[config.mk]
export PLATFORM = sky130hd
export DESIGN_NAME = reservation_station
export DESIGN_NICKNAME = d
export VERILOG_FILES = /design/src/logic/ooo_pkg.sv /design/src/logic/reservation_station.sv
export SDC_FILE = /design/constraint.sdc
export NUM_CORES = 1
export LEC_CHECK = 0
export ABC_AREA = 1
export CORE_MARGIN = 2
export CORE_UTILIZATION = 30
export DETAILED_ROUTE_END_ITERATION = 6
export DONT_BUFFER_PORTS = 1
export GPL_ROUTABILITY_DRIVEN = 0
export GPL_TIMING_DRIVEN = 0
export PLACE_DENSITY = 0.45
export SLEW_MARGIN = 20
export SYNTH_ARGS = -nofsm -noshare
export SYNTH_HDL_FRONTEND = slang
export SYNTH_SLANG_ARGS = --single-unit
[constraint.sdc]
create_clock -name clock -period 5 [get_ports clock]
set_clock_uncertainty 0.1 [all_clocks]
set_input_delay 0 -clock clock [delete_from_list [all_inputs] [get_ports clock]]
set_output_delay 0 -clock clock [all_outputs]
set_load 0.01 [all_outputs]
[src/logic/ooo_pkg.sv]
// widths, opcodes, operation codes and the packed structs shared by the core
package ooo_pkg;

    // data and address width
    localparam int xlen = 32;

    // tag space of the reorder buffer, wraps naturally
    localparam int rob_tag_bits = 3;

    // rv32 major opcodes handled by the decoder
    localparam logic [6:0] opcode_op_imm = 7'b0010011;
    localparam logic [6:0] opcode_op     = 7'b0110011;

    typedef logic [4:0] reg_idx_t;
    typedef logic [rob_tag_bits-1:0] rob_tag_t;

    // operations understood by both execution lanes
    typedef enum logic [2:0] {
        op_add,
        op_sub,
        op_and,
        op_or,
        op_xor,
        op_mul
    } alu_op_t;

    // source operand, either a value or the tag of its producer
    typedef struct packed {
        logic            ready;
        rob_tag_t        tag;
        logic [xlen-1:0] value;
    } operand_t;

    // one instruction on its way to or out of a reservation station
    typedef struct packed {
        alu_op_t  op;
        operand_t src_a;
        operand_t src_b;
        rob_tag_t dest;
    } issue_t;

    // one broadcast on the common data bus
    typedef struct packed {
        logic            valid;
        rob_tag_t        tag;
        logic [xlen-1:0] value;
    } cdb_t;

    // one retired instruction
    typedef struct packed {
        logic            valid;
        reg_idx_t        rd;
        logic [xlen-1:0] value;
    } commit_t;

endpackage
[src/logic/reservation_station.sv]
// operand-waiting station entries with result bus snoop and oldest-slot issue
`timescale 1ns/1ns

module reservation_station #(
    parameter int entries = 2
) (
    input  logic            clock,
    input  logic            reset,
    input  logic            push,
    input  ooo_pkg::issue_t issue_in,
    output logic            full,
    input  ooo_pkg::cdb_t   cdb,
    output ooo_pkg::issue_t issue,
    output logic            issue_valid,
    input  logic            accept
);
    import ooo_pkg::*;

    localparam int sel_bits = (entries > 1) ? $clog2(entries) : 1;
    typedef logic [sel_bits-1:0] sel_t;

    issue_t             slot [entries];
    logic [entries-1:0] busy;
    sel_t               issue_sel;
    sel_t               push_sel;

    // lowest ready slot goes out, lowest free slot takes the push
    always_comb begin
        issue_valid = 1'b0;
        issue_sel   = '0;
        push_sel    = '0;
        for (int i = entries - 1; i >= 0; i--) begin
            if (busy[i] && slot[i].src_a.ready && slot[i].src_b.ready) begin
                issue_valid = 1'b1;
                issue_sel   = sel_t'(i);
            end
            if (!busy[i]) begin
                push_sel = sel_t'(i);
            end
        end
    end

    assign full  = &busy;
    assign issue = slot[issue_sel];

    always_ff @(posedge clock) begin
        if (reset) begin
            busy <= '0;
        end else begin
            // freed once the exec unit takes it
            if (issue_valid && accept) begin
                busy[issue_sel] <= 1'b0;
            end
            if (push) begin
                busy[push_sel] <= 1'b1;
            end
        end
    end

    ////////////////////
    // operand capture
    ////////////////////

    always_ff @(posedge clock) begin
        for (int i = 0; i < entries; i++) begin
            if (busy[i] && cdb.valid && !slot[i].src_a.ready && slot[i].src_a.tag == cdb.tag) begin
                slot[i].src_a.ready <= 1'b1;
                slot[i].src_a.value <= cdb.value;
            end
            if (busy[i] && cdb.valid && !slot[i].src_b.ready && slot[i].src_b.tag == cdb.tag) begin
                slot[i].src_b.ready <= 1'b1;
                slot[i].src_b.value <= cdb.value;
            end
        end
        // push lands in a slot that was free, no clash with the snoop
        if (push) begin
            slot[push_sel] <= issue_in;
        end
    end

    // dispatch checks the full flag before it pushes
    no_push_when_full: assert property (@(posedge clock) disable iff (reset)
        push |-> !full);

endmodule

; ---- Yosys cells after proc, flatten, opt, wreduce, memory -nomap -nowiden
; Memories as Yosys holds them, arrays and structs flattened.
; Index checks and enable logic that the tools add are counted.
; Widths: inputs -> output; s select.
[op_classes]
order_cmp = 4
eq_ne = 4
muxes = 22
n_bitwise = 3
n_reduce_logical = 22
[ops]
columns = cell, n
row1 = $logic_and 1x1->1, 17
row2 = $mux 1, 17
row3 = $eq 3x3->1, 4
row4 = $mux 2, 3
row5 = $logic_not 1->1, 4
row6 = $lt 1x2->1 const B, 2
row7 = $and 2x2->2, 1
row8 = $demux 1 s1, 2
row9 = $ge 1x1->1 const B, 2
row10 = $not 2->2, 1
row11 = $or 2x2->2, 1
row12 = $reduce_and 2->1, 1
[word_totals]
reg_bits = 2
ram_bits = 156
in_bits = 118
wordCells = 57
mem_count = 1
[mem_list]
columns = memory, words, word_bits, read_ports, rd_ports_with_merged_regs, write_ports, line
row1 = slot, 2, 78, 3, 0, 3, reservation_station.sv:22  ; issue_t slot [entries];

; ---- Longest topological paths before layout
; An unclocked memory read counts as a cell.
[logic_depth]
depth_word = 15
ltp_mapped = 8

; ---- Worst setup path before layout
; No wires, ideal clock.
[synth_path]
path_type = flip-flop to flip-flop
from = reg busy[0]
to = mem slot[1][10] (netlist name), enable pin
t_arrival_ps = 1596
t_required_ps = 4511
slack_ps = 2915
path_stages_with_launch = 6
path_cell_list = dfxtp_1 -> clkbuf_2 -> nand3_1 -> buf_2 -> buf_2 -> nand2_1
[synth_lines]
columns = item, line
row1 = from (decl), reservation_station.sv:23  ; logic [entries-1:0] busy;
row2 = from (signal assigned), reservation_station.sv:48  ; busy <= '0;
row3 = "from (signal, indexed assignment)", reservation_station.sv:52  ; busy[issue_sel] <= 1'b0;
row4 = "from (signal, indexed assignment)", reservation_station.sv:55  ; busy[push_sel] <= 1'b1;
row5 = to (decl), reservation_station.sv:22

==> metrics.yaml <==
global_routing:
  grt_first_pass_wirelength_um: 36900
  grt-ovfl-total: 0
  grt_max_degree: 25
  grt_pass1_vias: 6434
  track_usage: 0.194
  grt_antenna_before_repair: 0
synth:
  syn_area_per_cell_um2: 9.33
  yosysSeqAreaShare: 0.634
  ys_warn_count: 0
  synth_cell_type_count: 19
  synth.area.top_cells: "edfxtp_1 (62%), nand2_1 (14%), o21ai_0 (9.2%)"
  synth_edf_count: 152
  syn_area_um2: 7390
  synth-seq-cells: 158
  synth_top_cell_area_share: 0.618
  syn_inst: 792
  ys.flop_type: "edfxtp_1"
  yosys.area.top_type: "edfxtp_1"
  ys_async_sr_fraction: 0
  syn_nets: 910
clock_tree:
  clkTransAtPathRegs_ps: 60
  h-tree-depth: 4
  clockBufferDepth: 2
  numCtsBuffers: 17
  root_buffer: "clkbuf_16"
  tritoncts: "yes"
  cts.sinks: 158
  cts_resized: 0
  post_cts_buffers: 0
  clock_latency_ps: 420
critical_path:
  critPathMaxFanout: 10
  r2r_start: "busy[0]$_SDFF_PP0_"
  worstSetupPathType: "flop to flop"
  crit_required_ps: 5070
  cp.arrival_ps: 2680
  endpoint_kind: "flop"
  r2r_cells: 7
  critPathLaunchType: "flop"
  rrSetupSlack_ps: 2390
  critPathLaunch: "busy[0]$_SDFF_PP0_"
  worstReg2RegEnd: "slot[0][39]$_DFFE_PP_"
  cp-endpoint: "slot[0][39]$_DFFE_PP_"
power_and_ir_drop:
  ir_worst_vdd_mv: 0.194
  power.leakage_nw: 4.22
  p_per_area_nw_per_um2: 346
layout:
  layout_commonest_cell: "nand2_1"
  regArea_um2: 4680
  antenna_cells: 0
  final_cell_mix: "nand2_1 (268), dlygate4sd3_1 (152), edfxtp_1 (152), o21ai_0 (136), inv_1 (89)"
  fin_nets: 1085
  fill_cells: 2407
  area_growth_pct: 35.1
  drive_above_1_share: 0.0643
  multiInputGateArea_um2: 2170
timing:
  tns_ps: 0
  finalHoldViolations: 0
  slew_viol_final: 0
  fin_crit_ps: 2610
  slew_headroom: 0.482
  setup-violations-final: 0
  fmax_mhz: 383
  timing.final.crit_share: 0.522
  tightest_slew_ps: 776
  rsz0062_at_grt: "no"
  whs_ps: 71.0
outcome:
  status: "finished clean"
min_path:
  hold_class: "input port to flop"
floorplan:
  core_area_um2: 24200
  initial_core_util: 0.305
  row_count: 57
  die_y_um: 161
  chipWidth_um: 161
  die-area_um2: 25900
  io_pins: 198
drt:
  viasPerCell: 4.73
  first_pass_iters: 5
  final_antenna_net_count: 0
  wl_per_cell_um: 19.1
  drc: 0
  routed_wl_um: 24900
  drt_first_iter_violations: 370
  vias: 6166
flow_run:
  cap_violations: 0
placed_design:
  port_buffers: 0
  dp_hpwl_um: 16500
power breakdown:
group	total, mW	internal [mW]	switching, mW	leakage (nW)
sequential	1.60	1.58	0.0255	1.49
clock	1.30	0.739	0.559	0.270
combinational	0.550	0.193	0.357	2.46
total	3.45	2.51	0.941	4.22
state kept, by name (all words and copies together), names as in the netlist:
name,cells
busy,2
slot,156
worst min path at each step:
stage	start	to	slack (ps)	cells after the start
floorplan	reset	busy[0]$_SDFF_PP0_	-30	1
global placement	reset	busy[0]$_SDFF_PP0_	-30	1
detailed placement	reset	busy[0]$_SDFF_PP0_	-30	1
CTS	push	slot[1][38]$_DFF_P_	40	5
global route	push	slot[1][38]$_DFF_P_	110	5
finish	push	slot[1][38]$_DFF_P_	70	5
final cells by class:
cell class	count	area share
Multi-Input combinational cell	499	0.217
Buffer	46	0.0210
Sequential cell	158	0.469
Inverter	89	0.0335
Tap cell	324	0.0406
Clock buffer	19	0.0433
Clock inverter	13	0.0139
Timing Repair Buffer	156	0.161
metrics by stage:
| step | setup slack (ps) | total power [mW] | util | cells | instance area, um2 |
|---|---|---|---|---|---|
| 2_1_floorplan | 2910 | 1.91 | - | 792 | 7390 |
| 3_3_place_gp | 1750 | 2.06 | 0.322 | 1116 | 7800 |
| 3_5_place_dp | 2640 | 2.07 | 0.326 | 1120 | 7890 |
| 4_1_cts | 2400 | 3.48 | 0.412 | 1304 | 9990 |
| 5_1_grt | 2290 | 3.60 | 0.412 | 1304 | 9990 |
| 6_report | 2390 | 3.45 | 0.412 | 1304 | 9990 |
cells by family (layout without fill, tap and decap cells):
group                  Yosys count  in the layout  synth area share
and+or+nand+nor                359            359             0.198
DFF                            158            158             0.634
AOI/OAI and AO/OA              140            140            0.0948
buffers and inverters          135            323            0.0736
timing repair:
item / CTS / global route
endpoints found under the hold margin: 158 / 0
hold buffers: 152 / 0
setup endpoints to repair: 0 / 0
cell usage after synthesis, types with 2 or more instances:
library cell and n:
a21oi_1 3, buf_1 2, buf_2 20, clkbuf_1 21
dfxtp_1 6, edfxtp_1 152, inv_1 89, nand2_1 272
nand3_1 76, nor2_1 7, o21ai_0 136
layer usage:
layer  up-vias  part of all wire  track usage
met3        25             0.058       0.0501
met5         -                 0            0
met4         0             0.017       0.0564
met1      2952              0.45        0.243
li1       2987                 -            -
met2       202              0.48        0.333
critical path, stage by stage (launching register included):
cell           delay [ps]
dfxtp_1               300
clkbuf_2              180
nand2_1                70
nand2_1               140
buf_2                 290
clkbuf_1              560
o21ai_0               150
dlygate4sd3_1         580
Note: power is estimated with default switching activity, not from simulation.
