<file path="config.mk">
export PLATFORM = sky130hd
export DESIGN_NAME = reorder_buffer
export DESIGN_NICKNAME = d
export VERILOG_FILES = /design/src/logic/ooo_pkg.sv /design/src/logic/reorder_buffer.sv
export SDC_FILE = /design/constraint.sdc
export NUM_CORES = 1
export LEC_CHECK = 0
export BUFFER_PORTS_ARGS = -buffer_cell sky130_fd_sc_hd__buf_2
export CAP_MARGIN = 15
export CELL_PAD_IN_SITES_DETAIL_PLACEMENT = 1
export CELL_PAD_IN_SITES_GLOBAL_PLACEMENT = 1
export CORE_MARGIN = 2
export CORE_UTILIZATION = 25
export CTS_CLUSTER_DIAMETER = 80
export DETAILED_ROUTE_END_ITERATION = 7
export GPL_TIMING_DRIVEN = 0
export HOLD_SLACK_MARGIN = 0.1
export PLACE_DENSITY_LB_ADDON = 0.1
export SETUP_SLACK_MARGIN = 0.3
export SLEW_MARGIN = 40
export SYNTH_ARGS = -nofsm -noshare
export SYNTH_HDL_FRONTEND = slang
export SYNTH_SLANG_ARGS = --single-unit
</file>
<file path="constraint.sdc">
create_clock -name clock -period 4.3 [get_ports clock]
set_input_delay 0.645 -clock clock [delete_from_list [all_inputs] [get_ports clock]]
set_output_delay 0.645 -clock clock [all_outputs]
set_load 0.1 [all_outputs]
</file>
<file path="src/logic/ooo_pkg.sv">
// widths, opcodes, operation codes and the packed structs shared by the core
package ooo_pkg;

    // data and address width
    localparam int xlen = 32;

    // tag space of the reorder buffer, wraps naturally
    localparam int rob_tag_bits = 3;

    // rv32 major opcodes handled by the decoder
    localparam logic [6:0] opcode_op_imm = 7'b0010011;
    localparam logic [6:0] opcode_op     = 7'b0110011;

    typedef logic [4:0] reg_idx_t;
    typedef logic [rob_tag_bits-1:0] rob_tag_t;

    // operations understood by both execution lanes
    typedef enum logic [2:0] {
        op_add,
        op_sub,
        op_and,
        op_or,
        op_xor,
        op_mul
    } alu_op_t;

    // source operand, either a value or the tag of its producer
    typedef struct packed {
        logic            ready;
        rob_tag_t        tag;
        logic [xlen-1:0] value;
    } operand_t;

    // one instruction on its way to or out of a reservation station
    typedef struct packed {
        alu_op_t  op;
        operand_t src_a;
        operand_t src_b;
        rob_tag_t dest;
    } issue_t;

    // one broadcast on the common data bus
    typedef struct packed {
        logic            valid;
        rob_tag_t        tag;
        logic [xlen-1:0] value;
    } cdb_t;

    // one retired instruction
    typedef struct packed {
        logic            valid;
        reg_idx_t        rd;
        logic [xlen-1:0] value;
    } commit_t;

endpackage
</file>
<file path="src/logic/reorder_buffer.sv">
// circular reorder buffer with operand read ports and in-order commit
`timescale 1ns/1ns

module reorder_buffer #(
    parameter int depth = 8
) (
    input  logic               clock,
    input  logic               reset,
    input  logic               alloc,
    input  ooo_pkg::reg_idx_t  alloc_rd,
    output ooo_pkg::rob_tag_t  tail_tag,
    output logic               full,
    input  ooo_pkg::rob_tag_t  read_tag_a,
    input  ooo_pkg::rob_tag_t  read_tag_b,
    output ooo_pkg::operand_t  read_a,
    output ooo_pkg::operand_t  read_b,
    input  ooo_pkg::cdb_t      cdb,
    output ooo_pkg::commit_t   commit
);
    import ooo_pkg::*;

    // storage covers the whole tag space, depth limits occupancy
    localparam int slots = 2 ** rob_tag_bits;
    typedef logic [rob_tag_bits:0] count_t;
    localparam count_t depth_count = count_t'(depth);

    reg_idx_t        entry_rd [slots];
    logic [xlen-1:0] entry_value [slots];
    logic [slots-1:0] entry_done;
    rob_tag_t        head;
    rob_tag_t        tail;
    count_t          count;
    logic            retire;

    assign tail_tag = tail;
    assign full     = (count == depth_count);

    // head leaves once its result is in
    assign retire = (count != '0) && entry_done[head];

    // done stays set after retire, so a just-committed tag still reads back
    assign read_a = '{ready: entry_done[read_tag_a], tag: read_tag_a,
                      value: entry_value[read_tag_a]};
    assign read_b = '{ready: entry_done[read_tag_b], tag: read_tag_b,
                      value: entry_value[read_tag_b]};

    ////////////////////
    // pointers and commit
    ////////////////////

    always_ff @(posedge clock) begin
        if (reset) begin
            head         <= '0;
            tail         <= '0;
            count        <= '0;
            entry_done   <= '0;
            commit.valid <= 1'b0;
        end else begin
            if (alloc) begin
                entry_done[tail] <= 1'b0;
                tail             <= tail + 1'b1;
            end
            if (cdb.valid) begin
                entry_done[cdb.tag] <= 1'b1;
            end
            if (retire) begin
                head <= head + 1'b1;
            end
            count        <= count + count_t'(alloc) - count_t'(retire);
            commit.valid <= retire;
            commit.rd    <= entry_rd[head];
            // x0 always retires as zero
            commit.value <= (entry_rd[head] == '0) ? '0 : entry_value[head];
        end
    end

    always_ff @(posedge clock) begin
        if (alloc) begin
            entry_rd[tail] <= alloc_rd;
        end
        if (cdb.valid) begin
            entry_value[cdb.tag] <= cdb.value;
        end
    end

    // dispatch holds the word while the buffer is full
    no_alloc_when_full: assert property (@(posedge clock) disable iff (reset)
        alloc |-> !full);

endmodule

</file>
# --- Word level (Yosys, flattened, before mapping) ---
# Memories as Yosys holds them, arrays and structs flattened. A register that Yosys moved wholly into a read port is not among the register bits.
# Index checks and enable logic that the tools add are counted.
op_classes:
  n_div: 0
  n_bitwise: 3
  n_shift: 0
  muxes: 19
  order_cmp: 7
  add_sub_neg: 4
  mul: 0
  reduce_logical: 6
  eq_ne: 1
ops:
  columns: ["op", "n"]
  rows:
  - ["$mux W8", 3]
  - ["$lt A3 B4 Y1 const B", 5]
  - ["$bmux W1 S3", 3]
  - ["$mux W1", 9]
  - ["$and A8 B8 Y8", 1]
  - ["$not A8 Y8", 1]
  - ["$or A8 B8 Y8", 1]
  - ["$add A3 B1 Y3 const B", 2]
  - ["$demux W1 S3", 2]
  - ["$ge A3 B1 Y1 const B", 2]
  - ["$mux W3", 2]
  - ["$logic_not A5 Y1", 1]
  - ["$add A4 B1 Y4", 1]
  - ["$eq A4 B4 Y1 const B", 1]
  - ["$reduce_bool A4 Y1", 1]
  - ["$sub A4 B1 Y4", 1]
  - ["$logic_and A1 B1 Y1", 3]
  - ["$logic_not A1 Y1", 1]
word_totals:
  out_inout_bits: 114
  latch_bits: 0
  ram_bits: 296
  memories: 2
  word_cells: 48
  reg_bits: 24
  mem_bits_ro: 0
memory_table:
  columns: ["memory", "words", "word_bits", "read_ports", "rd_ports_with_merged_regs", "write_ports", "line_no", "source"]
  rows:
  - ["entry_value", 8, 32, 3, 1, 1, "reorder_buffer.sv:28", "logic [xlen-1:0] entry_value [slots];"]
  - ["entry_rd", 8, 5, 1, 1, 1, "reorder_buffer.sv:27", "reg_idx_t entry_rd [slots];"]

# --- Longest topological paths before layout ---
logic_depth:
  ltp_word: 10
  depth_mapped: 10
  mapped_depth_nobuf: 10

# --- Worst setup path before layout ---
# Ideal clock, no wire load.
synth_timing:
  path_type: "input -> register"
  start: "in cdb[32] (netlist bit)"
  end: "mem entry_value[0][0], enable pin"
  setup_slack_ns: 0.756
  t_required_ns: 3.836
  setup_ns: 0.464
  stages: 2
  arrival_time_ns: 3.080
  cell_sequence: "nand2b_1 > nor3_1"
synth_lines:
  columns: ["element", "line_no", "source"]
  rows:
  - ["from (decl)", "reorder_buffer.sv:17", "input ooo_pkg::cdb_t cdb,"]
  - ["to (decl)", "reorder_buffer.sv:28", null]
# Straight into the memory's write port.

==> results.yml <==
route:
  firstDrtPassIters: 5
  drt_iter0_markers: 554
  wirelength_um: 57400
  ant_nets: 0
  vias: 9850
  dr_wl_met2_um: 29300
  met1_length_um: 23900
  wire_per_inst_um: 27.5
  route.met3.wl_um: 2860
  dr.max_layer_used: "met5"
  drc_errors: 0
  viasPerCell: 4.71
cells_and_area:
  fin_area_sq_um: 21600
  multi_input_area_sq_um: 6770
  syn2layout_area_growth_pct: 23.3
  fin_nets: 1174
  diodes: 0
  regArea_sq_um: 10400
  n_fill_cell: 7070
  drive_gt1_frac: 0.554
  fin_util: 0.310
place:
  dp_hpwl_um: 40600
  place_congestion: 0.712
  numPortBuffers: 157
  dpl_cell_area_sq_um: 20100
critical_path:
  path_buf_inv: 3
  rrSetupSlack_ps: 1290
  worstSetupPathType: "in2out"
  end_kind: "output port"
  worstPathArrival_ps: 2980
  path_max_fanout: 10
  slowest_delay_ps: 710
  cp_cell_sequence: "clkbuf_1 > clkbuf_1 > mux4_2 > mux2_2 > buf_2"
  cp_slowest_cell: "clkbuf_1"
  path_common_cell: "clkbuf_1"
  cpLargestDelayFamily: "buffers and inverters"
  crit_required_ps: 3650
  crit_path_start_kind: "input port"
yosys:
  synth_ff_type: "edfxtp_1"
  yosysWarnings: 0
  syn_area_sq_um: 17500
  async_reset_ff_frac: 0
  synth.distinct_cells: 37
  synth_edf_count: 333
  postSynthCellCount: 876
  yosysMostFrequentCell: "edfxtp_1"
  synth_commonest_cells: "edfxtp_1, mux4_2, mux2_2, mux2i_1, clkbuf_1"
  yosysSeqAreaShare: 0.595
  netlist.area_leader.share: 0.570
  post-synth-top-area-cell: "edfxtp_1"
  postSynthAreaPerCell_sq_um: 20.0
  synth_nets: 934
  synth_seq_cells: 355
  synth.area.top_cells: "edfxtp_1, mux4_2, mux2_2, dfxtp_1, mux2i_1"
job:
  maxCapViolCount: 0
run_status:
  status: "completed"
clocking:
  cts_hold_buf: 0
  cts_tree: "yes"
  cts_sinks: 355
  cts_buffers: 44
  htree_num_levels: 2
  path_clk_slew_ps: 60
  post_cts_buffers: 0
  clockBufferDepth: 3
  clock_latency_ps: 580
  root_buffer: "clkbuf_16"
  cts-resized-gates: 0
die:
  die_x_um: 269
  die_h_um: 269
  start_util: 0.251
  row_count: 97
  core-area_sq_um: 69800
  die_area_sq_um: 72300
  design.portCount: 164
timing:
  fin_crit_ps: 3630
  timing.final.crit_share: 0.844
  worst_pin_slew_ps: 855
  rsz0062_at_grt: "no"
  drv_slew: 0
  skew_ps: 17.5
  tns_ps: 0
  hold_viol_final: 0
  fmax_mhz: 276
  slew_headroom: 0.430
  setup_violations: 0
global_route:
  track_usage: 0.160
  antenna_found_initial: 7
  overflow: 0
  grt_max_degree: 24
  grt_pass1_vias: 10800
  grt_pass1_wl_um: 80600
power:
  pwr-share-seq: 0.409
  p_leak_nw: 7.06
  irDropWorstVdd_mv: 0.271
  clkPwrFrac: 0.387
  power_density_nw_per_um2: 454
  power.share.combinational: 0.204
  power_switching_mw: 2.97
  switching_share: 0.302
  p_int_mw: 6.85
hold_path:
  hp-class: "in2reg"
flip-flops by register name, summed over array words and instances (netlist names), named ones only:
| register | cells |
|---|---|
| head | 3 |
| count | 4 |
| entry_rd | 40 |
| entry_done | 8 |
| tail_tag | 3 |
| entry_value | 256 |
| commit | 38 |
cells in the final DEF (no fill, tap or decap), drive strengths merged:
cell type	netlist	final
nor4b	1	1
mux2i	36	36
mux4	206	206
buf	39	233
edfxtp	333	333
nor3	2	2
xor2	1	1
nand2b	8	8
nor2	29	29
or2	1	1
mux2	74	74
xnor2	2	2
nand2	6	6
ha	7	7
inv	7	9
a21o	1	1
nor4	1	1
a21oi	40	40
clkinvlp	0	1
nor3b	2	2
or4	1	1
o31ai	2	2
or3	3	3
or4b	1	1
o21a	6	6
clkinv	0	19
clkbuf	34	85
o22ai	1	1
dfxtp	22	22
bufinv	0	7
nor2b	6	6
fa	1	1
a22o	1	1
o21ai	2	2
worst paths after layout:
kind | startpoint | depth (start not counted) | to
setup / recovery | read_tag_b[1] | 5 | read_b[0]
hold / removal | cdb[14] | 1 | entry_value[0][14]
setup reg to reg | flip-flop | 6 | commit[8]
hold reg to reg | tail_tag[0] | 2 | tail_tag[0]
final cells by class:
cell class	count	share of cell area
Clock inverter	29	0.0150
Clock buffer	51	0.0531
Inverter	7	0.00133
Buffer	73	0.0182
Tap cell	940	0.0544
Timing Repair Buffer	194	0.0617
Sequential cell	355	0.483
Multi-Input combinational cell	441	0.313
per-layer routing:
metal  up-vias  GRT usage
met5         -          0
met4         8     0.0419
met3        86     0.0345
met2       266      0.281
met1      5248      0.200
li1       4242          -
kinds of logic after synthesis:
kind of cell	share of synthesized area
flip-flops	0.595
XOR/XNOR	0.00150
adder cells (fa/ha/maj)	0.00614
AND/OR/NAND/NOR	0.0181
AO/OA/AOI/OAI	0.0231
multiplexers	0.334
buffers and inverters	0.0216
power by group through the flow:
stage | sequential [mW] | clock, mW | combinational (mW)
2_1_floorplan | 4.33 | 0 | 1.27
3_3_place_gp | 4.09 | 0 | 2.00
3_5_place_dp | 4.09 | 0 | 2.04
4_1_cts | 4.02 | 3.92 | 2.04
5_1_grt | 4.03 | 4.03 | 2.12
6_report | 4.01 | 3.80 | 2.01
per-stage QoR:
stage	setup WS (ps)	total power [mW]	std cells	hold slack, ps
after floorplan	756	5.60	876	487
after global placement	-3290	6.09	1973	529
after detailed placement	624	6.13	2010	533
after CTS	614	9.98	2090	298
after global routing	608	10.2	2090	327
final	673	9.82	2090	342
Power figures use the tool's default switching activity.
