**config.mk**
```make
export PLATFORM = sky130hd
export DESIGN_NAME = cdb_arbiter
export DESIGN_NICKNAME = d
export VERILOG_FILES = /design/src/logic/ooo_pkg.sv /design/src/logic/cdb_arbiter.sv
export SDC_FILE = /design/constraint.sdc
export NUM_CORES = 1
export LEC_CHECK = 0
export BUFFER_PORTS_ARGS = -buffer_cell sky130_fd_sc_hd__buf_2
export CAP_MARGIN = 10
export CORE_UTILIZATION = 27
export DETAILED_ROUTE_END_ITERATION = 7
export PLACE_DENSITY = 0.83
export REMOVE_ABC_BUFFERS = 1
export SLEW_MARGIN = 20
export SYNTH_ARGS = -nofsm -noshare
export SYNTH_HDL_FRONTEND = slang
export SYNTH_SLANG_ARGS = --single-unit
```
**constraint.sdc**
```tcl
create_clock -name vclk -period 1.2
set_clock_uncertainty 0.1 [all_clocks]
set_input_delay 0.18 -clock vclk [all_inputs]
set_output_delay 0.18 -clock vclk [all_outputs]
set_load 0.02 [all_outputs]
```
**src/logic/ooo_pkg.sv**
```systemverilog
// widths, opcodes, operation codes and the packed structs shared by the core
package ooo_pkg;

    // data and address width
    localparam int xlen = 32;

    // tag space of the reorder buffer, wraps naturally
    localparam int rob_tag_bits = 3;

    // rv32 major opcodes handled by the decoder
    localparam logic [6:0] opcode_op_imm = 7'b0010011;
    localparam logic [6:0] opcode_op     = 7'b0110011;

    typedef logic [4:0] reg_idx_t;
    typedef logic [rob_tag_bits-1:0] rob_tag_t;

    // operations understood by both execution lanes
    typedef enum logic [2:0] {
        op_add,
        op_sub,
        op_and,
        op_or,
        op_xor,
        op_mul
    } alu_op_t;

    // source operand, either a value or the tag of its producer
    typedef struct packed {
        logic            ready;
        rob_tag_t        tag;
        logic [xlen-1:0] value;
    } operand_t;

    // one instruction on its way to or out of a reservation station
    typedef struct packed {
        alu_op_t  op;
        operand_t src_a;
        operand_t src_b;
        rob_tag_t dest;
    } issue_t;

    // one broadcast on the common data bus
    typedef struct packed {
        logic            valid;
        rob_tag_t        tag;
        logic [xlen-1:0] value;
    } cdb_t;

    // one retired instruction
    typedef struct packed {
        logic            valid;
        reg_idx_t        rd;
        logic [xlen-1:0] value;
    } commit_t;

endpackage
```
**src/logic/cdb_arbiter.sv**
```systemverilog
// fixed-priority common data bus arbiter, multiplier first
`timescale 1ns/1ns

module cdb_arbiter (
    input  ooo_pkg::cdb_t mul_result,
    input  ooo_pkg::cdb_t alu_result,
    output logic          mul_grant,
    output logic          alu_grant,
    output ooo_pkg::cdb_t cdb
);

    always_comb begin
        // the longer lane holds more work behind it
        mul_grant = mul_result.valid;
        alu_grant = alu_result.valid && !mul_result.valid;
        if (mul_grant) begin
            cdb = mul_result;
        end else begin
            // idle alu result carries valid low
            cdb = alu_result;
        end
    end

endmodule

```
; Yosys cells after proc, flatten, opt, wreduce, memory -nomap -nowiden
; Cells that the tools add are included.
[totals]
ff_bits = 0
latchBits = 0
ramBits = 0
romBits = 0
input_bits = 72
out_inout_bits = 38
wordCells = 3
mem_count = 0
[op_classes]
addsub = 0
multipliers = 0
div = 0
order_cmp = 0
eq_ne = 0
n_shift = 0
n_mux = 1
n_bitwise = 0
reduce_logical = 2
[ops]
columns = op, count
row1 = 36-bit 2-to-1 mux, 1
row2 = 1-bit logical AND, 1
row3 = 1-bit logical NOT, 1

; Depth between registers and ports, before layout
; Gate-level depths: netlist of run 1.
[depth]
ltp_word = 2
depth_mapped = 3
mapped_depth_nobuf = 1

; Least setup slack after synthesis of run 1
; No wires, ideal clock.
[synth_timing]
kind = input -> output
start = in mul_result[35] in the netlist's numbering
end = out cdb[35] in the netlist's numbering
arrival_time_ns = 0.801
required_ns = 0.920
slack_ns = 0.119
path_stages = 3
n_path_buf = 2
cell_sequence = buf_6 > buf_12 > or2_2
[synth_lines]
columns = element, line_no
row1 = start: declaration, cdb_arbiter.sv:5  ; input ooo_pkg::cdb_t mul_result,
row2 = end: declaration, cdb_arbiter.sv:9  ; output ooo_pkg::cdb_t cdb

==> summary.txt, run 1 <==
Outcome = finished clean
Post-Synth Simple-Gate Area = 0.0212
Rows = 16
Total length of routed wires = 2.01 mm
Max-slew violations = 0
WP data arrival = 0.91 ns
Crit Path Category = input pin to output pin
Synth Area in Adders = 0
Number of clock buffers in the layout = 0
Top layer reached by signal wires = met3
Worst slew margin = 0.924
Via Count = 773
Vias in the first global route = 740
Synthesized area = 591 µm²
Port buffer count = 110
Initial Util = 0.295
Wire length on met1 = 596 µm
Fmax = 0.843 GHz
Peak supply drop = 0.284 mV
Post-synthesis xor/xnor area fraction = 0
Antenna-violating nets left = 0
Total track usage = 0.149
Yosys top cell by area = mux2_4
RSZ-0062 raised after global routing = true
Synth warnings = 0
Die Span Y = 48.8 µm
Commonest cells in the netlist = 28 x mux2_4, 7 x mux2_2, 3 x buf_12
First-pass GRT wire length = 2.98 mm
Leakage power = 0.777 nW
Yosys top cell area share = 0.712
Mux cell area share after synthesis = 0.845
Largest family of logic cells by synthesized area = multiplexers
Most frequent cell after synthesis = mux2_4
Crit end category = output pin
Hold Buf Count CTS = 0
Library cells used by synthesis = 7
Largest net degree at the start of global routing = 13
Final Setup Violations = 0
Initial antenna violation count = 0
GR Overflow Total = 0
Post-layout min period = 1.19 ns
Max-Cap Viols = 0
RePlAce Congestion = 0.685
Detailed-router iteration count before antenna repair = 2
Gate Count Post-Synth = 42
DR DRC count = 0
Synth Area in Compound Gates = 0
Top cells by area, synth = mux2_4 71%, mux2_2 13%, buf_12 10%, buf_6 1.9%, buf_4 1.3%
Worst slew pin tran = 0.116 ns
Die W = 48.8 µm
Layout Nets = 226
Seq_cells = 0
DIE AREA = 2380 µm²
Share of layout cells above drive strength 1 = 0.993
Hold Fails Final Rpt = 0
Power Dens Cells = 467 nW/µm²
DR WL met3 = 238 µm
Post-Route Setup TNS = 0 ns
Period utilisation layout = 0.989
Pre-CTS setup slack = -0.108 ns
FF+latch area = 0 µm²
First DRT Iteration DRCs = 2
Area delta synth->final = 119%
Final Power = 0.603 mW
Post-CTS Repair Setup Buffers = 0
Number of placed I/O pins = 110
Post-DP HPWL = 1.61 mm
CP Data Required Time = 0.92 ns
Average wire per standard cell = 11.2 µm
Crit start category = input pin
Sequential-to-total area share from yosys stat = 0
Worst-path fanout max = 12
Antenna Cells = 0
HP Class = input pin to output pin
Core Region = 2000 µm²
Avg Cell Area, Syn = 14.1 µm²
Vias/cell = 4.32
WL met2 = 1.18 mm
Fin worst setup slack = 0.0138 ns
[final timing paths]
check,startpoint,to,slack [ns],cells after the start
worst max-delay path,mul_result[35],cdb[17],0.01,4
worst min-delay path,alu_result[35],cdb[35],0.57,3
[cell families (layout without fill, tap and decap cells)]
group,Yosys count,after routing
AND/OR/NAND/NOR,2,2
multiplexers,35,35
buffers and inverters,5,115
[area by class of cell]
type / count / area, µm²
timing repair buffer: 115 / 746
multi-input combinational: 37 / 512
tap: 27 / 33.8
fill: 193 / 711
[layout by cell type (no fill, tap or decap)]
master and count:
buf_2 98, buf_16 3, mux2_2 7, buf_4 3, buf_12 3, or2_2 1, buf_6 8, mux2_4 28
nor2b_1 1
[critical path: stages]
cell and delay (ns):
buf_12 0.13, buf_16 0.15, mux2_4 0.29, buf_4 0.16
[where the power goes]
| group | total, mW | switching, mW | internal, mW |
|---|---|---|---|
| clock network | 0 | 0 | 0 |
| logic | 0.603 | 0.255 | 0.348 |
| registers | 0 | 0 | 0 |
[through the flow]
| stage | instances | util | instance area [µm²] | hold WS (ns) |
|---|---|---|---|---|
| 6_report | 179 | 0.645 | 1290 | 0.569 |
| 5_1_grt | 179 | 0.645 | 1290 | 0.582 |
| 4_1_cts | 179 | 0.619 | 1240 | 0.571 |
| 3_5_place_dp | 176 | 0.561 | 1120 | 0.569 |
| 3_3_place_gp | 176 | 0.561 | 1120 | 0.568 |
| 2_1_floorplan | 37 | - | 512 | 0.260 |
[routing by layer]
metal	up-vias	global-route usage
met4	0	0.00490
met5	-	0
li1	379	-
met2	60	0.343
met3	0	0.0156
met1	334	0.139
[repair_timing]
| action | 4_1_cts | 5_1_grt |
|---|---|---|
| resized for setup | 12 | 17 |
| endpoints found under the setup margin | 36 | 10 |
| cloned | 3 | 0 |
(Power assumes the default switching activity.)
==> run 2: changes to the inputs <==
--- a/config.mk
+++ b/config.mk
@@ -9,8 +9,11 @@
 export CAP_MARGIN = 10
 export CORE_UTILIZATION = 27
 export DETAILED_ROUTE_END_ITERATION = 7
+export GPL_ROUTABILITY_DRIVEN = 1
+export MAX_ROUTING_LAYER = met4
 export PLACE_DENSITY = 0.83
 export REMOVE_ABC_BUFFERS = 1
+export SKIP_LAST_GASP = 1
 export SLEW_MARGIN = 20
 export SYNTH_ARGS = -nofsm -noshare
 export SYNTH_HDL_FRONTEND = slang
==> run 2 against run 1 <==
Effect of this change:
- utilization shrank 0.12 points
- largest power group unchanged
- die area unchanged
- final area fell by 0.19%
- critical path depth is the same
- flip-flop and latch count stayed put
==> summary.txt, run 2 (synthesis gave the netlist of run 1 again) <==
Antenna-violating nets left = 0 (unchanged)
Post-DP HPWL = 1.61 mm (unchanged)
Post-Route Setup TNS = 0 ns (unchanged)
Placed Area = 1120 µm² (unchanged)
Period utilisation layout = 0.991 (+0.00262)
Hold Fails Final Rpt = 0 (unchanged)
GR Overflow Total = 0 (unchanged)
Commonest cells after routing, fill and taps aside = 103 x buf_2, 28 x mux2_4, 7 x mux2_2
Outcome = finished clean
RePlAce Congestion = 0.692 (+1.0%)
Power Dens Cells = 462 nW/µm² (-1.1%)
Vias/cell = 4.32 (about the same)
Number of clock buffers in the layout = 0 (unchanged)
Initial antenna violation count = 0 (unchanged)
CP Data Required Time = 0.92 ns (about the same)
Total length of routed wires = 2.01 mm (-0.20%)
Post-layout min period = 1.19 ns (+0.00315 ns)
Crit start category = input pin
Final Power = 0.595 mW (-1.3%)
HP Class = input pin to output pin
Max-slew violations = 0 (unchanged)
Port buffer count = 110 (unchanged)
Die W = 48.8 µm (unchanged)
Global Route met2 Usage = 0.345 (+0.00231)
Crit end category = output pin
Grt met1 use = 0.144 (+0.00562)
Crit Path Category = input pin to output pin
Worst slew margin = 0.924 (unchanged)
Worst path slowest cell = mux2_4
Hold path start = alu_result[35]
Via Count = 778 (+0.65%)
Share of layout cells above drive strength 1 = 0.993 (about the same)
Busiest grt layer = met2
Hold EP = cdb[35]
DIE AREA = 2380 µm² (unchanged)
Peak supply drop = 0.285 mV (about the same)
Seq_cells = 0 (unchanged)
RSZ-0062 raised after global routing = true
Hold Crit Depth = 3 (unchanged)
Rows = 16 (unchanged)
First-pass GRT wire length = 3.00 mm (+0.70%)
Worst slew pin tran = 0.116 ns (-0.000000119 ns)
CP Cell Sequence = buf_12, clkbuf_16, mux2_4, buf_2
Max stage delay on crit path = 0.28 ns (about the same)
Die Span Y = 48.8 µm (unchanged)
Area delta synth->final = 118%
Most common cell after layout, fill and taps aside = buf_2
Total track usage = 0.154 (+0.00553)
Layout Nets = 227 (+0.44%)
Layout Cell Area excl Fill = 1290 µm² (-0.19%)
Worst-path fanout max = 6 (-6)
Initial Util = 0.295 (unchanged)
Average wire per standard cell = 11.1 µm (-0.75%)
First DRT Iteration DRCs = 2 (unchanged)
WP data arrival = 0.91 ns (about the same)
Core Region = 2000 µm² (unchanged)
Number of placed I/O pins = 110 (unchanged)
DR DRC count = 0 (unchanged)
Final Setup Violations = 0 (unchanged)
FF+latch area = 0 µm² (unchanged)
Fmax = 0.841 GHz (-0.26%)
Met3 usage = 0.0125 (-0.00312)
Leakage power = 0.780 nW (+0.38%)
Max-Cap Viols = 0 (unchanged)
Vias in the first global route = 737 (-0.41%)
Largest net degree at the start of global routing = 13 (unchanged)
Detailed-router iteration count before antenna repair = 2 (unchanged)
Antenna Cells = 0 (unchanged)
[run 2: cell types whose count changed in the layout (fill, tap and decap cells not counted)]
cell and change:
buf_2 +5, buf_6 -4, clkbuf_16 +1, buf_4 -1
[run 2: metrics by stage]
step | hold slack (ns) | worst slack, ns | cells | utilization
final | 0.569 | 0.0106 | 180 | 0.644
after global routing | 0.584 | -0.00646 | 180 | 0.644
after CTS | 0.571 | 0.00616 | 179 | 0.619
after detailed placement | 0.569 | -0.108 | 176 | 0.561
after global placement | 0.568 | -0.0911 | 176 | 0.561
after floorplan | 0.260 | 0.375 | 37 | -
[run 2: layout make-up]
cell class	count	area, µm²
Fill cell	196	713
Multi-Input combinational cell	37	512
Tap cell	27	33.8
Timing Repair Buffer	116	743
[run 2: where the power goes]
part	internal (mW)	switching (mW)	total, mW
clock	0	0	0
sequential	0	0	0
combinational	0.341	0.254	0.595
[run 2: worst max path at each step]
| stage | startpoint | slack (ns) | end |
|---|---|---|---|
| floorplan | mul_result[35] | 0.38 | cdb[0] |
| global placement | mul_result[35] | -0.09 | cdb[25] |
| detailed placement | mul_result[35] | -0.11 | cdb[6] |
| CTS | mul_result[35] | 0.006 | cdb[10] |
| global route | mul_result[35] | -0.006 | cdb[3] |
| finish | mul_result[35] | 0.01 | cdb[11] |
[run 2: worst max-delay path, delay by kind of cell]
kind,cells,cell delay (ns)
buffers and inverters,3,0.45
multiplexers,1,0.28
[run 2: layer usage]
metal  share of wire  vias up
met3            0.11        0
met2            0.57       60
li1                -      382
met4               0        0
met5               0        -
met1            0.31      336
[run 2: what timing repair did]
action / in CTS / in global routing
gates cloned: 3 / 1
hold buffers: 0 / 0
buffers inserted: 0 / 0
gates resized for setup: 12 / 8
endpoints found under the setup margin: 36 / 10
