## config.mk

```make
export PLATFORM = sky130hd
export DESIGN_NAME = exec_unit
export DESIGN_NICKNAME = d
export VERILOG_FILES = /design/src/logic/ooo_pkg.sv /design/src/logic/exec_unit.sv
export SDC_FILE = /design/constraint.sdc
export NUM_CORES = 1
export LEC_CHECK = 0
export ABC_AREA = 1
export BUFFER_PORTS_ARGS = -buffer_cell sky130_fd_sc_hd__buf_2
export CORE_AREA = 2 2 192 288
export DETAILED_ROUTE_END_ITERATION = 7
export DIE_AREA = 0 0 194 290
export PLACE_DENSITY = 0.65
export SLEW_MARGIN = 20
export SYNTH_ARGS = -nofsm -noshare
export SYNTH_HDL_FRONTEND = slang
export SYNTH_SLANG_ARGS = --single-unit
```

## constraint.sdc

```tcl
create_clock -name clock -period 8.9 [get_ports clock]
set_clock_uncertainty 0.2 [all_clocks]
set_input_delay 0 -clock clock [delete_from_list [all_inputs] [get_ports clock]]
set_output_delay 0 -clock clock [all_outputs]
set_load 0.005 [all_outputs]
```

## src/logic/ooo_pkg.sv

```systemverilog
// widths, opcodes, operation codes and the packed structs shared by the core
package ooo_pkg;

    // data and address width
    localparam int xlen = 32;

    // tag space of the reorder buffer, wraps naturally
    localparam int rob_tag_bits = 3;

    // rv32 major opcodes handled by the decoder
    localparam logic [6:0] opcode_op_imm = 7'b0010011;
    localparam logic [6:0] opcode_op     = 7'b0110011;

    typedef logic [4:0] reg_idx_t;
    typedef logic [rob_tag_bits-1:0] rob_tag_t;

    // operations understood by both execution lanes
    typedef enum logic [2:0] {
        op_add,
        op_sub,
        op_and,
        op_or,
        op_xor,
        op_mul
    } alu_op_t;

    // source operand, either a value or the tag of its producer
    typedef struct packed {
        logic            ready;
        rob_tag_t        tag;
        logic [xlen-1:0] value;
    } operand_t;

    // one instruction on its way to or out of a reservation station
    typedef struct packed {
        alu_op_t  op;
        operand_t src_a;
        operand_t src_b;
        rob_tag_t dest;
    } issue_t;

    // one broadcast on the common data bus
    typedef struct packed {
        logic            valid;
        rob_tag_t        tag;
        logic [xlen-1:0] value;
    } cdb_t;

    // one retired instruction
    typedef struct packed {
        logic            valid;
        reg_idx_t        rd;
        logic [xlen-1:0] value;
    } commit_t;

endpackage
```

## src/logic/exec_unit.sv

```systemverilog
// integer execution lane with a pipelined result and stall on lost bus arbitration
`timescale 1ns/1ns

module exec_unit #(
    parameter int latency = 1
) (
    input  logic            clock,
    input  logic            reset,
    input  ooo_pkg::issue_t issue,
    input  logic            issue_valid,
    output logic            accept,
    output ooo_pkg::cdb_t   result,
    input  logic            grant
);
    import ooo_pkg::*;

    logic [latency-1:0] stage_valid;
    rob_tag_t           stage_tag [latency];
    logic [xlen-1:0]    stage_value [latency];
    logic [xlen-1:0]    a;
    logic [xlen-1:0]    b;
    logic [xlen-1:0]    value;
    logic               stall;

    always_comb begin
        a = issue.src_a.value;
        b = issue.src_b.value;
        case (issue.op)
            op_sub:  value = a - b;
            op_and:  value = a & b;
            op_or:   value = a | b;
            op_xor:  value = a ^ b;
            // low half of the product
            op_mul:  value = a * b;
            default: value = a + b;
        endcase
    end

    // whole pipe freezes while the last stage waits for the bus
    assign stall  = stage_valid[latency-1] && !grant;
    assign accept = !stall;
    assign result = '{valid: stage_valid[latency-1], tag: stage_tag[latency-1],
                      value: stage_value[latency-1]};

    always_ff @(posedge clock) begin
        if (reset) begin
            stage_valid <= '0;
        end else if (!stall) begin
            stage_valid[0] <= issue_valid;
            for (int i = 1; i < latency; i++) begin
                stage_valid[i] <= stage_valid[i-1];
            end
        end
    end

    always_ff @(posedge clock) begin
        if (!stall) begin
            stage_tag[0]   <= issue.dest;
            stage_value[0] <= value;
            for (int i = 1; i < latency; i++) begin
                stage_tag[i]   <= stage_tag[i-1];
                stage_value[i] <= stage_value[i-1];
            end
        end
    end

endmodule

```

* Word-level counts from Yosys, hierarchy flattened
Memories as Yosys holds them, arrays and structs flattened. Cells that the tools add are included. W data, S select, Z words.
Cells by class: add/subtract/negate cells 2, multiply operators 1, equality and inequality tests 5, mux-type cells 2, bitwise operators 3, reduce and logical (&&, ||, !) cells 3
Operators by type and width (count):
- $pmux W32 S5 | 1
- $add A32 B32 Y32 | 1
- $and A32 B32 Y32 | 1
- $mul A32 B32 Y32 | 1
- $or A32 B32 Y32 | 1
- $sub A32 B32 Y32 | 1
- $xor A32 B32 Y32 | 1
- $eq A3 B2 Y1 const B | 2
- $eq A3 B3 Y1 const B | 2
- $eq A3 B1 Y1 const B | 1
- $logic_not A1 Y1 | 2
- $logic_and A1 B1 Y1 | 1
- $mux W1 | 1
Word-level totals: flip-flop bits (word level) 1, memory bits (writable) 35, output and inout bits 37, logic and storage cells 19, memories kept 2
Memories:
- stage_value | words 1, width 32, read ports 1, clocked after memory_dff 0, wr ports 1, RTL line exec_unit.sv:19 | logic [xlen-1:0] stage_value [latency];
- stage_tag | words 1, width 3, read ports 1, clocked after memory_dff 0, wr ports 1, RTL line exec_unit.sv:18 | rob_tag_t stage_tag [latency];

* Logic depth before layout (Yosys ltp)
Gate-level depths: netlist of the first run.
word-level depth 3, gate-level depth with buffers 38

* Worst setup path before layout of the first run
Ideal clock, no wire load.
kind input to register, start input port issue[51] (netlist bit), end memory stage_value[0][30], data pin, setup time 265 ps, data arrival time 5957 ps, required time 8435 ps, path slack 2478 ps, stages on the path 24, buffers on the path 2, path through clkbuf_1 -> clkbuf_1 -> nand2_1 -> fa_1 -> inv_1 -> fa_1 -> inv_1 -> fa_1 -> inv_1 -> fa_1 -> inv_1 -> fa_1 -> fa_1 -> inv_1 -> fa_1 -> fa_1 -> ha_1 -> inv_1 -> o21bai_1 -> a31o_2 -> a211oi_1 -> nand3_1 -> nand3_1 -> nand3_1
On the way: cells in the longest elaborated chain, start to end 2
RTL lines:
- start, declared | RTL line exec_unit.sv:9 | input ooo_pkg::issue_t issue,
- $mul A32 B32 Y32, or another cell as far along | RTL line exec_unit.sv:34 | op_mul: value = a * b;
- $pmux W32 S5 (*) | RTL line exec_unit.sv:28 | case (issue.op)
- named net value[30] | RTL line exec_unit.sv:22 | logic [xlen-1:0] value;
- end, declared | RTL line exec_unit.sv:19
Mark *: on every way through the listed nets, which the timed path passes. The rest lies on a longest branch.

* Final worst setup path of the first run
start input port issue[12] (netlist bit), end memory stage_value[0][27], data pin
Same word-level chain as after synthesis.

==> key figures, run 1 <==
Run status
  – Outcome: complete, no violations

Synthesis
  – Synth Area in Simple Gates: around 19%
  – Synth Cell Area: 22,300 um2
  – Netlist cell types: between 50 and 60
  – Synth Area in Adders: about 50%
  – Post-synthesis mux area share: 0%
  – Synth Area in XOR/XNOR: under 10%
  – Synth warn: 0
  – Compound-Gate Fraction of Synth Area: approximately 7.0%
  – Main combinational cell family by area after synthesis: adder cells
  – EDFF count, synth: 35
  – Register area share after synthesis: 4.79%
  – Avg Inst Size Synth: 7.29 um2
  – Share of synthesized flip-flops with an asynchronous set or reset: 0%
  – Predominant post-synthesis flop cell: edfxtp_1
  – Post-synthesis net count: between 3,000 and 4,000
  – Register bit count reported by yosys: 36
  – Synth Instances: approximately 3,000

Clocking
  – H-tree lvl count: 2
  – Clock tree buffer depth: 2
  – Setup Fix Bufs, Post-CTS: 0
  – Total CTS buffers: 5
  – # clock sinks: 36
  – CTS clk-pin slew, worst paths: about 0.060 ns
  – Root Driver: clkbuf_16
  – Worst-Skew Late Latency: around 0.3 ns
  – CTS tree: built

Cells and area
  – Area growth syn-to-layout: 5.55%
  – Final Util: a little over two fifths
  – Final net count: about 3,800
  – Diode count: 0
  – Number of fillers in the final layout: approximately 5,600
  – Share of cells above drive strength 1: 5.75%
  – Sequential standard cell area: 1070 um2
  – Multi-input combinational cell area: between 15,000 and 20,000 um2

Floorplan
  – Die Area: 56,300 um2
  – DIE WIDTH: slightly below 200 um
  – IO Pins: 119
  – Initial Util: between 40% and 50%
  – Die height: 290 um
  – Std cell rows: roughly 100
  – Core Area: ~54,000 um2

Setup path
  – Req. time, crit path: 8.76 ns
  – CP dominant cell by count: fa_1
  – Buffers & Inverters on Critical Path: 6
  – Crit path max-delay family: adder cells
  – Crit path DAT: between 7 and 8 ns
  – CP peak stage delay: ~0.59 ns
  – Worst-path maximum fanout: 25
  – Crit. End Element: flip-flop
  – Crit start category: primary input
  – Crit Path Category: in2reg
  – Critical-path top delay cell: fa_1

Global routing
  – First-pass GRT wire length: around 110,000 um
  – Total GRT Usage: roughly 26%
  – Largest net degree at the start of global routing: 38
  – Overflow after GRT: 0
  – Vias in the first global route: 20,400
  – Antenna violations before repair: 0

Placement
  – Detailed placement HPWL: roughly 56,000 um
  – GPL Wtd Cong: between 0.9 and 1
  – Quantity of I/O buffers inserted on ports: 110

Timing
  – Slew HR: 26.6%
  – Final worst path period need: approximately 7.3 ns
  – Fin. Hold Viols: 0
  – Setup TNS: 0 ns
  – Setup Viol. Count Final: 0
  – Worst-margin pin slew: approximately 1.1 ns
  – Fmax achieved: 0.137 GHz
  – Hold_ws: 0.0709 ns
  – Fin. max-slew vios: 0
  – RSZ-0062 raised after global routing: no
  – Final Cycle Share: between 80 and 90%

Drt
  – Post-route ant nets: 0
  – Drt pass-1 iters: 6
  – Wire length per cell: ~19 um
  – DRC viols: 0
  – Routed wire length: 70,000 um
  – Initial drt markers: around 1,200
  – Vias: ~19,000
  – Vias/cell: roughly 5.1

Flow run
  – Max_cap viols: 0

Worst hold path
  – HP Class: in2reg
[path summary, 6_finish.rpt]
check | slack (ns) | end | cells past startpoint | startpoint
worst max-delay path | 1.60 | stage_value[0][27]$_DFFE_PN_ | 26 | issue[12]
worst max register to register | 6.84 | stage_valid$_SDFFE_PP0N_ | 3 | stage_valid$_SDFFE_PP0N_
worst min register to register | 1.05 | stage_value[0][4]$_DFFE_PN_ | 1 | stage_valid$_SDFFE_PP0N_
worst min-delay path | 0.07 | stage_value[0][0]$_DFFE_PN_ | 5 | issue[77]
[stage by stage]
stage	std cells	cell area, um2	setup slack [ns]
floorplan	3066	22300	2.48
global placement	3754	23400	1.40
detailed placement	3754	23400	1.35
CTS	3767	23600	1.64
global route	3767	23600	1.26
finish	3767	23600	1.60
[layout by cell type, fill, tap and decap left out, types with 15 or more instances in the layout]
cell type	Yosys	routed
o21ai_0	61	61
xor2_1	52	52
nand2_1	805	804
nor3_1	15	15
fa_1	409	409
buf_4	3	20
edfxtp_1	35	35
buf_2	29	110
a221oi_1	21	21
nand3_1	96	96
a21oi_1	93	93
ha_1	219	219
nand4_1	15	15
nor2_1	102	100
inv_1	876	876
[sequential cells by signal (all words and copies together), names as in the netlist]
register / cells
stage_valid: 1
stage_tag: 3
stage_value: 32
[area by class of cell]
cell class                 count  share of cell area, %
multi-input combinational   2015                   73.8
tap                          689                   3.66
sequential                    36                   4.54
clock buffer                   5                  0.531
inverter                     884                   14.1
clock inverter                 3                  0.180
timing repair buffer         135                   3.18
[cells by family (layout without fill, tap and decap cells)]
| group | count (synthesis) | count (layout) |
|---|---|---|
| adder cells (fa/ha/maj) | 628 | 628 |
| AND/OR/NAND/NOR | 1067 | 1067 |
| flip-flops | 36 | 36 |
| buffers and inverters | 1015 | 1027 |
| AO/OA/AOI/OAI | 254 | 254 |
| XOR/XNOR | 66 | 66 |
[worst min-delay path, cell delays in order]
cell and delay, ns:
buf_2 0.10, nor2_1 0.04, inv_1 0.12, nand3_1 0.09, o211ai_1 0.10
[synth_stat cells, types with 11 or more instances]
cell type | count | area share, %
inv_1 | 876 | 15
nand2_1 | 805 | 14
fa_1 | 409 | 37
ha_1 | 219 | 12
nor2_1 | 102 | 1.7
nand3_1 | 96 | 2.2
a21oi_1 | 93 | 2.1
clkbuf_1 | 76 | 1.3
o21ai_0 | 61 | 1.4
xor2_1 | 52 | 2.0
edfxtp_1 | 35 | 4.7
buf_2 | 29 | 0.65
buf_1 | 22 | 0.37
a221oi_1 | 21 | 0.82
nand4_1 | 15 | 0.42
nor3_1 | 15 | 0.34
a21o_1 | 14 | 0.47
xnor2_1 | 14 | 0.55
o21bai_1 | 11 | 0.37
[layer usage]
metal	global-route usage (%)	share of wire, %	vias up	wire (um)
li1	-	-	8963	-
met5	0	0	-	0
met2	46.1	51	669	35700
met3	2.15	5.3	198	3720
met1	30.0	38	9471	26300
met4	13.1	6.0	0	4210
[what timing repair did]
action                                  CTS  global route
hold buffers                              5             0
gates resized for setup                   0             0
endpoints found under the setup margin    0             0
hold endpoints to repair                  4             0
Power of run 1 is not shown: default switching activity piles up to over one toggle a cycle in this logic, so the estimate is an artifact.
==> run 2, diff against run 1 <==
- PLACE_DENSITY: 0.65 -> 0.67
- clock period: 8.9 -> 6.7 ns (I/O delays scaled with it)
==> run 2 against run 1 <==
Net effect: first-iteration DRC count increased by 12%; cell area increased by 6.7%; routed wire length increased by 7.1%; die area unchanged; global-route usage increased by 1.5 points; setup slack got worse by 1.3 ns; critical path type unchanged; critical endpoint is now stage_value[0][24]$_DFFE_PN_; largest cell class unchanged.
==> key figures, run 2 (synthesized netlist as in run 1, its figures left out) <==
Run status
  – Outcome: complete, no violations

Clocking
  – Total CTS buffers: 5 (unchanged)
  – Setup Fix Bufs, Post-CTS: 0 (unchanged)
  – # clock sinks: 36 (unchanged)
  – H-tree lvl count: 2 (unchanged)
  – CTS clk-pin slew, worst paths: 0.06 ns (about the same)
  – CTS tree: built
  – Worst-Skew Late Latency: 0.29 ns (about the same)
  – Root Driver: clkbuf_16
  – Clock tree buffer depth: 2 (unchanged)

Placement
  – Placed instance area: 24,900 um2 (+6.4%)
  – GPL Wtd Cong: 0.984 (-0.23%)
  – Quantity of I/O buffers inserted on ports: 110 (unchanged)
  – Detailed placement HPWL: 64,500 um (+15%)
  – Post-Place Cells: 3,930 (+4.7%)

Floorplan
  – Core Area: 53,600 um2 (unchanged)
  – IO Pins: 119 (unchanged)
  – DIE WIDTH: 194 um (unchanged)
  – Die height: 290 um (unchanged)
  – Die Area: 56,300 um2 (unchanged)
  – Std cell rows: 104 (unchanged)
  – Initial Util: 41.7% (unchanged)

Global routing
  – Overflow after GRT: 0 (unchanged)
  – Antenna violations before repair: 1 (+1)
  – Vias in the first global route: 21,000 (+3.1%)
  – Total GRT Usage: 27.0% (+1.5 points)
  – First-pass GRT wire length: 116,000 um (+4.1%)
  – Largest net degree at the start of global routing: 38 (unchanged)

Timing
  – Setup Viol. Count Final: 0 (unchanged)
  – Final Cycle Share: 95.8%
  – Slew HR: 33.8% (+7.2 points)
  – Fmax achieved: 0.156 GHz
  – Final worst path period need: ~6.4 ns
  – Fin. max-slew vios: 0 (unchanged)
  – Worst-margin pin slew: 0.990 ns (-0.112 ns)
  – Fin. Hold Viols: 0 (unchanged)

Drt
  – Vias: 20,000 (+3.9%)
  – Wire length per cell: 19.0 um (+2.3%)
  – DRC viols: 0 (unchanged)
  – Drt pass-1 iters: 6 (unchanged)
  – Initial drt markers: 1,309 (+12%)
  – Post-route ant nets: 0 (unchanged)
  – Routed wire length: 74,900 um (+7.1%)
  – Vias/cell: 5.08 (-0.81%)

Cells and area
  – Post-route cell area: 25,200 um2 (+6.7%)
  – Most frequent cells in the layout: inv_1 (876), nand2_1 (804), fa_1 (409)
  – Final net count: 3,963 (+4.6%)
  – Area growth syn-to-layout: 12.6%
  – Top reg by flops: stage_value
  – Regs by FF count: stage_value: 32 flops, stage_tag: 3 flops, stage_valid: 1 flops
  – Flip-flop count of the largest register after layout: 32 (unchanged)
  – Final non-filler cell total: 3,944 (+4.7%)
  – Share of cells above drive strength 1: 11.1% (+5.3 points)
  – Commonest non-fill, non-tap cell in the layout: inv_1

Setup path
  – Crit path DAT: 6.23 ns (-0.93 ns)
  – Crit Path Category: in2reg
  – Crit start category: primary input
  – Crit. End Element: flip-flop
  – Worst-path maximum fanout: 12 (-52%)
  – Req. time, crit path: 6.52 ns (-2.24 ns)

Flow run
  – Max_cap viols: 0 (unchanged)

Worst hold path
  – HP Class: in2reg
-- run 2: cell count changes in the layout (fill, tap and decap cells not counted), moves of 2 or more --
cell | before | now
a21oi_1 | 93 | 91
a21oi_2 | 6 | 8
buf_12 | 0 | 14
buf_2 | 110 | 101
buf_4 | 20 | 183
clkbuf_4 | 0 | 8
ha_1 | 219 | 215
ha_4 | 0 | 3
-- run 2: through the flow --
stage	utilization [%]	setup slack [ns]	setup TNS (ns)	hold slack, ns
floorplan	-	0.278	0	-0.131
global placement	46.4	-0.189	-0.642	-0.0461
detailed placement	46.4	-0.237	-1.34	-0.0421
CTS	46.8	0.0664	0	0.123
global route	46.9	-0.00834	-0.00834	0.169
finish	46.9	0.283	0	0.127
-- run 2: timing repair --
action | CTS | global route
endpoints found under the hold margin | 4 | 0
gates resized for setup | 0 | 19
endpoints found under the setup margin | 0 | 11
hold buffers | 5 | 0
-- run 2: worst max-delay path: stages --
cell	delay [ns]
buf_2	0.30
nand2_1	0.10
inv_1	0.09
fa_1	0.46
fa_1	0.45
fa_1	0.57
inv_1	0.05
fa_1	0.48
inv_1	0.05
fa_1	0.50
inv_1	0.05
fa_1	0.53
inv_1	0.06
fa_1	0.50
fa_1	0.47
ha_4	0.32
nand4_1	0.17
nor2_2	0.20
nand4_1	0.16
nand3_1	0.18
a21o_1	0.16
a21oi_1	0.06
o21ai_0	0.15
nand3_1	0.13
-- run 2: worst paths after layout --
path,cells past startpoint,startpoint,to,slack [ns]
worst max-delay path,24,issue[50],stage_value[0][24]$_DFFE_PN_,0.28
worst min-delay path,5,issue[77],stage_value[0][0]$_DFFE_PN_,0.13
worst max register to register,3,stage_valid$_SDFFE_PP0N_,stage_valid$_SDFFE_PP0N_,4.61
worst min register to register,1,stage_valid$_SDFFE_PP0N_,stage_value[0][2]$_DFFE_PN_,1.08
-- run 2: layout make-up --
type / count / area, um2
repair buffers: 311 / 2270
inverters: 884 / 3320
fillers: 5469 / 28400
well taps: 689 / 862
flip-flops and latches: 36 / 1070
clock inverters: 3 / 42.5
multi-input cells: 2015 / 17500
diodes: 1 / 2.50
clock buffers: 5 / 125
-- run 2: per-layer routing --
layer	track usage [%]	wire, um	vias up
li1	-	-	9318
met1	29.4	26300	9795
met2	49.6	38800	712
met3	2.86	4100	218
met4	17.1	5680	2
met5	0	14	-
Power of run 2 is left out for the same reason.
